## config.mk

```make
export PLATFORM = sky130hd
export DESIGN_NAME = ram_dgd_monitor
export DESIGN_NICKNAME = d
export VERILOG_FILES = /design/src/rdg_pkg.sv /design/src/ram_dgd_monitor.sv /design/src/rdg_err_judge.sv /design/src/rdg_frame_crc.sv
export VERILOG_INCLUDE_DIRS = /design/src
export SDC_FILE = /design/constraint.sdc
export NUM_CORES = 1
export LEC_CHECK = 0
export BUFFER_PORTS_ARGS = -buffer_cell sky130_fd_sc_hd__buf_2
export CAP_MARGIN = 40
export CELL_PAD_IN_SITES_DETAIL_PLACEMENT = 1
export CELL_PAD_IN_SITES_GLOBAL_PLACEMENT = 2
export CORE_UTILIZATION = 46
export DETAILED_ROUTE_END_ITERATION = 12
export GPL_TIMING_DRIVEN = 1
export PLACE_DENSITY = 0.88
export SETUP_SLACK_MARGIN = 0.4
export SYNTH_ARGS = -nofsm -noshare
export SYNTH_HDL_FRONTEND = slang
export SYNTH_HIERARCHICAL = 1
export SYNTH_SLANG_ARGS = --single-unit
```

## constraint.sdc

```tcl
create_clock -name clk_wr -period 7.7 [get_ports clk_wr]
set_input_delay 0.77 -clock clk_wr [delete_from_list [all_inputs] [get_ports clk_wr]]
set_output_delay 0.77 -clock clk_wr [all_outputs]
set_load 0.005 [all_outputs]
```

## src/rdg_defines.svh

```systemverilog
// RAM degradation monitor constants
// Word and CRC widths, CRC window length and the mismatch limit

`ifndef RDG_DEFINES_SVH
`define RDG_DEFINES_SVH

// ---------------------------------------------------------------------------
// Data path
// ---------------------------------------------------------------------------
`define RDG_DATA_W      16

// ---------------------------------------------------------------------------
// CRC-16/CCITT engine
// ---------------------------------------------------------------------------
`define RDG_CRC_W       16
`define RDG_CRC_POLY    16'h1021
`define RDG_CRC_SEED    16'hFFFF

// Valid words per frame that go into the CRC, and the index width to count them
`define RDG_CRC_WORDS   56
`define RDG_IDX_W       6

// ---------------------------------------------------------------------------
// Error judgement
// ---------------------------------------------------------------------------
`define RDG_ERR_LIMIT   5

`endif

```

## src/rdg_pkg.sv

```systemverilog
// RAM degradation monitor types
// Word, CRC and counter types, tracker states, beat and result structs,
// and the word-wide CRC-16 update

`default_nettype none

`include "rdg_defines.svh"

package rdg_pkg;

    typedef logic [`RDG_DATA_W-1:0] data_word_t;
    typedef logic [`RDG_CRC_W-1:0]  crc16_t;
    typedef logic [`RDG_IDX_W-1:0]  word_idx_t;
    // Saturates at RDG_ERR_LIMIT
    typedef logic [2:0]             err_cnt_t;

    typedef enum logic [0:0] {
        IDLE  = 1'b0,
        ACCUM = 1'b1
    } frame_state_e;

    // One RAM word as seen on the write or read port
    typedef struct packed {
        logic       sop;
        logic       val;
        data_word_t data;
    } word_beat_t;

    // Frame CRC, qualified by a one-cycle done
    typedef struct packed {
        logic   done;
        crc16_t crc;
    } crc_result_t;

    // CRC-16/CCITT over one word, MSB first, no final inversion
    function automatic crc16_t crc16_next(input crc16_t crc_in, input data_word_t data);
        crc16_t crc;
        logic   fb;
        crc = crc_in;
        for (int i = `RDG_DATA_W - 1; i >= 0; i--) begin
            fb  = crc[`RDG_CRC_W-1] ^ data[i];
            crc = {crc[`RDG_CRC_W-2:0], 1'b0};
            if (fb) begin
                crc = crc ^ `RDG_CRC_POLY;
            end
        end
        return crc;
    endfunction

endpackage

`default_nettype wire

```

## src/ram_dgd_monitor.sv

```systemverilog
// RAM data-integrity monitor, top level
// Tracks frame CRCs on the RAM write and read streams side by side and
// reports a degradation error after repeated mismatches

`timescale 1ns/10ps
`default_nettype none

module ram_dgd_monitor (
    input  logic                clk_wr,
    input  logic                rst_wr_n,
    input  rdg_pkg::word_beat_t wr_beat,
    input  rdg_pkg::word_beat_t rd_beat,
    input  logic                slink_prd_err,
    output rdg_pkg::err_cnt_t   dgd_err_cnt,
    output logic                ram_dgd_err
);

    rdg_pkg::crc_result_t wr_result;
    rdg_pkg::crc_result_t rd_result;

    // ------------------------------------------------------------------------
    // Frame CRC trackers
    // ------------------------------------------------------------------------
    // Words going into the RAM
    rdg_frame_crc u_wr_crc (
        .clk_wr   (clk_wr),
        .rst_wr_n (rst_wr_n),
        .beat     (wr_beat),
        .result   (wr_result)
    );

    // Same frame coming back out
    rdg_frame_crc u_rd_crc (
        .clk_wr   (clk_wr),
        .rst_wr_n (rst_wr_n),
        .beat     (rd_beat),
        .result   (rd_result)
    );

    // ------------------------------------------------------------------------
    // Mismatch judgement
    // ------------------------------------------------------------------------
    rdg_err_judge u_judge (
        .clk_wr        (clk_wr),
        .rst_wr_n      (rst_wr_n),
        .wr_result     (wr_result),
        .rd_result     (rd_result),
        .slink_prd_err (slink_prd_err),
        .dgd_err_cnt   (dgd_err_cnt),
        .ram_dgd_err   (ram_dgd_err)
    );

endmodule

`default_nettype wire

```

## src/rdg_err_judge.sv

```systemverilog
// Degradation error judge
// Holds the write-side frame CRC, compares each read-side CRC with it,
// counts mismatches outside link error periods and flags degradation

`timescale 1ns/10ps
`default_nettype none

`include "rdg_defines.svh"

module rdg_err_judge (
    input  logic                 clk_wr,
    input  logic                 rst_wr_n,
    input  rdg_pkg::crc_result_t wr_result,
    input  rdg_pkg::crc_result_t rd_result,
    input  logic                 slink_prd_err,
    output rdg_pkg::err_cnt_t    dgd_err_cnt,
    output logic                 ram_dgd_err
);

    localparam rdg_pkg::err_cnt_t ERR_LIMIT = rdg_pkg::err_cnt_t'(`RDG_ERR_LIMIT);

    rdg_pkg::crc16_t crc_held;
    logic            crc_diff;
    logic            cnt_inc;

    // ------------------------------------------------------------------------
    // Write-side reference
    // ------------------------------------------------------------------------
    // Only replaced when a new write frame completes
    always_ff @(posedge clk_wr) begin
        if (wr_result.done) begin
            crc_held <= wr_result.crc;
        end
    end

    // ------------------------------------------------------------------------
    // Compare and count
    // ------------------------------------------------------------------------
    // Held value is the one from before this edge
    assign crc_diff = rd_result.done && (rd_result.crc != crc_held);

    // Mismatches during a link period error are not the RAM's fault
    assign cnt_inc  = crc_diff && !slink_prd_err && (dgd_err_cnt != ERR_LIMIT);

    always_ff @(posedge clk_wr or negedge rst_wr_n) begin
        if (!rst_wr_n) begin
            dgd_err_cnt <= '0;
        end else if (cnt_inc) begin
            dgd_err_cnt <= dgd_err_cnt + 1'b1;
        end
    end

    // Sticky until reset
    always_ff @(posedge clk_wr or negedge rst_wr_n) begin
        if (!rst_wr_n) begin
            ram_dgd_err <= 1'b0;
        end else if (dgd_err_cnt == ERR_LIMIT) begin
            ram_dgd_err <= 1'b1;
        end
    end

endmodule

`default_nettype wire

```

## src/rdg_frame_crc.sv

```systemverilog
// Frame CRC tracker
// Runs CRC-16 over the first RDG_CRC_WORDS valid words after each sop
// and pulses done with the result once the window is complete

`timescale 1ns/10ps
`default_nettype none

`include "rdg_defines.svh"

module rdg_frame_crc (
    input  logic                 clk_wr,
    input  logic                 rst_wr_n,
    input  rdg_pkg::word_beat_t  beat,
    output rdg_pkg::crc_result_t result
);

    localparam rdg_pkg::word_idx_t LAST_IDX = rdg_pkg::word_idx_t'(`RDG_CRC_WORDS - 1);

    rdg_pkg::frame_state_e state;
    rdg_pkg::word_idx_t    word_idx;
    rdg_pkg::crc16_t       crc_run;

    logic                  absorb;
    logic                  last_word;
    rdg_pkg::word_idx_t    cur_idx;
    rdg_pkg::crc16_t       crc_base;
    rdg_pkg::crc16_t       crc_nxt;

    logic                  done_q;
    rdg_pkg::crc16_t       crc_q;

    // ------------------------------------------------------------------------
    // Word absorb
    // ------------------------------------------------------------------------
    // A sop restarts the window in any state, even mid-frame
    always_comb begin
        absorb    = beat.val && (beat.sop || state == rdg_pkg::ACCUM);
        cur_idx   = beat.sop ? '0 : word_idx;
        crc_base  = beat.sop ? `RDG_CRC_SEED : crc_run;
        crc_nxt   = rdg_pkg::crc16_next(crc_base, beat.data);
        last_word = absorb && (cur_idx == LAST_IDX);
    end

    // ------------------------------------------------------------------------
    // Window control
    // ------------------------------------------------------------------------
    always_ff @(posedge clk_wr or negedge rst_wr_n) begin
        if (!rst_wr_n) begin
            state    <= rdg_pkg::IDLE;
            word_idx <= '0;
            done_q   <= 1'b0;
        end else begin
            done_q <= last_word;
            if (absorb) begin
                if (last_word) begin
                    // Words past the window are ignored until the next sop
                    state    <= rdg_pkg::IDLE;
                    word_idx <= '0;
                end else begin
                    state    <= rdg_pkg::ACCUM;
                    word_idx <= cur_idx + 1'b1;
                end
            end
        end
    end

    // Running CRC and captured frame result
    always_ff @(posedge clk_wr) begin
        if (absorb) begin
            crc_run <= crc_nxt;
        end
        if (last_word) begin
            crc_q <= crc_nxt;
        end
    end

    assign result = '{done: done_q, crc: crc_q};

endmodule

`default_nettype wire

```

==> impl_metrics.json <==
{
  "pwr-share-comb_pct": 46.7,
  "clock_latency_ns": 0.36,
  "setup_viol": 0,
  "worst_pin_slew_ns": 0.804,
  "crit_path_start": "wr_beat[17]",
  "power_density_nw_per_um2": 445,
  "layout_worst_path_cycle_share_pct": 39.1,
  "ctsHoldBuffers": 0,
  "drcViolationCount": 0,
  "ys.flop_type": "edfxtp_1",
  "vias": 2764,
  "via_per_inst": 5.02,
  "slowest_stage": "and2_1",
  "clock-sinks": 100,
  "rsz0062_at_grt": "false",
  "crit_buf_inv": 1,
  "dp_cells": 536,
  "ant_nets": 0,
  "grt_overflow_total": 0,
  "period_needed_ns": 3.01,
  "max_freq_mhz": 332,
  "pwr-share-seq_pct": 39.3,
  "fin_skew_ns": 0.00932,
  "yosysTopAreaCellShare_pct": 47.1,
  "initial_core_util_pct": 47.0,
  "ys_types": 39,
  "grt_max_degree": 27,
  "yosysSeqAreaShare_pct": 56.9,
  "place.detailed.hpwl_mm": 7.11,
  "slew_headroom_pct": 46.3,
  "hold_viol_final": 0,
  "synth-edff-count": 80,
  "gp_congestion": 0.778,
  "reg2reg_to": "u_wr_crc/crc_q[14]",
  "synth.yosys.warnings": 6,
  "post_cts_buffers": 0,
  "p_switching_mw": 0.863,
  "ys_ff_latch": 100,
  "die_height_um": 107,
  "p_total_mw": 2.51,
  "p_leak_nw": 2.03,
  "cts_buffers": 9,
  "tns_ns": 0,
  "cts_tree": "built",
  "slew_viol_final": 0,
  "crit_family": "simple AND/OR/NAND/NOR gates",
  "crit_chain": "buf_2, nor2b_1, ha_1, nand2_1, nor4_1, and2_1",
  "antenna_found_initial": 0,
  "grt_pass1_vias": 3002,
  "grt_usage_pct": 18.4,
  "netlist_top_cells_area": "edfxtp_1 47%, xnor2_1 15%, dfrtp_1 9.8%, xor2_1 4.5%, xnor2_4 3.2%",
  "status": "finished, final reports clean",
  "core-area_um2": 10800,
  "cts-root-buf": "clkbuf_8",
  "syn_nets": 404,
  "grt_pass1_wl_mm": 15.6,
  "final_cell_mix": "85 x xnor2_1, 80 x edfxtp_1, 42 x buf_2",
  "cts_max_path_buffers": 2,
  "dieWidth_um": 107,
  "hold_path_class": "in2async",
  "async_reset_ff_share_pct": 20.0,
  "clkTransAtPathRegs_ns": 0.09,
  "required_ns": 7.70,
  "htree_num_levels": 3,
  "reg2regPathDepth": 5,
  "routed_wl_mm": 9.51,
  "diodes": 0,
  "p_int_mw": 1.65,
  "area_growth_pct": 10.8,
  "syn-cell-area_um2": 5100,
  "die_area_um2": 11500,
  "dpl_cell_area_um2": 5450,
  "mostFrequentLayoutCell": "xnor2_1",
  "startpoint_type": "primary input",
  "rr_startpoint": "u_wr_crc/word_idx[0]",
  "path_class": "in2reg",
  "critPathMaxFanout": 24,
  "timing.final.ws_setup_ns": 4.69,
  "fin_area_um2": 5650,
  "port_buffers": 42,
  "cpPeakStageDelay_ns": 0.73,
  "drv_cap": 0,
  "syn_area_per_cell_um2": 14.1,
  "fin_nets": 450,
  "drt_iter0_drc": 110,
  "yosysTopAreaCell": "edfxtp_1",
  "firstDrtPassIters": 4,
  "r2r_slack_ns": 5.00,
  "fin_cells": 551,
  "ctsResizeCount": 0,
  "end_kind": "flop",
  "routedWlPerCell_um": 17.3,
  "drive_gt1_share_pct": 20.9,
  "rows": 38,
  "synth_cells": 361,
  "arrival_ns": 3.01,
  "p_clk_share_pct": 14.0,
  "sw_frac_of_total_pct": 34.3,
  "vdd_ir_drop_max_mv": 0.334,
  "place_ws_ns": 4.29,
  "ios": 43
}
## through the flow
step	hold slack (ns)	util, %
floorplan	0.400	-
global placement	0.402	50.2
detailed placement	0.411	50.2
CTS	0.356	52.1
global route	0.375	52.1
finish	0.356	52.1
## power by group through the flow
stage                     combinational, mW  clock (mW)  sequential, mW
after floorplan                       0.929           0           0.976
after global placement                 1.13           0           0.997
after detailed placement               1.17           0            1.00
after CTS                              1.19       0.364           0.990
after global routing                   1.26       0.383            1.00
final                                  1.17       0.353           0.988
## how the worst max path moves through the flow
stage	slack (ns)	to	depth (start not counted)
2_1_floorplan	3.84	u_rd_crc/crc_q[0]	7
3_3_place_gp	4.53	u_wr_crc/crc_q[0]	6
3_5_place_dp	4.29	u_wr_crc/crc_q[12]	6
4_1_cts	4.69	u_wr_crc/crc_q[6]	6
5_1_grt	4.48	u_wr_crc/crc_q[1]	6
6_report	4.69	u_wr_crc/crc_q[14]	6
## cell type report
class / count / area, µm²
clock buffer: 10 / 128
clock inverter: 5 / 77.6
fill: 1089 / 5190
inverter: 6 / 22.5
multi-input combinational: 247 / 2130
sequential: 100 / 2900
tap: 140 / 175
timing repair buffer: 43 / 218
## metal layers
metal  GRT usage, %  vias to the layer above  part of all wire [%]
met5              0                        -                     0
met2           31.2                       47                    51
li1               -                     1336                     -
met3           4.36                        7                   3.0
met4           4.70                        0                   1.1
met1           23.7                     1374                    45
## cells in the mapped netlist (all sizes together) (2+ instances only)
| library cell | n |
|---|---|
| o21ai | 10 |
| nor2 | 37 |
| nand3 | 2 |
| edfxtp | 80 |
| mux2i | 2 |
| xnor2 | 96 |
| dfrtp | 20 |
| nand2 | 16 |
| inv | 6 |
| nor2b | 5 |
| ha | 4 |
| o211ai | 2 |
| buf | 8 |
| a21oi | 9 |
| a21o | 2 |
| xor2 | 28 |
| nand4 | 5 |
| xnor3 | 8 |
| nor4 | 4 |
| xor3 | 2 |
| a2111oi | 2 |
| o31ai | 3 |
| nor3 | 3 |
## flip-flops by register name, indices dropped and copies added (netlist names), 3 cells and up
name	count
u_judge/crc_held	16
u_judge/dgd_err_cnt	3
u_rd_crc/crc_q	16
u_rd_crc/crc_run	16
u_rd_crc/word_idx	6
u_wr_crc/crc_q	16
u_wr_crc/crc_run	16
u_wr_crc/word_idx	6
## kinds of logic after synthesis
group                    after synthesis  share of synthesized area [%]
buffers and inverters                 14                           1.47
AO/OA/AOI/OAI                         30                           3.88
flip-flops                           100                           56.9
adder cells (fa/ha/maj)                4                          0.981
multiplexers                           2                          0.393
XOR/XNOR                             134                           29.1
AND/OR/NAND/NOR                       77                           7.21
Note: power is estimated with default switching activity, not from simulation.
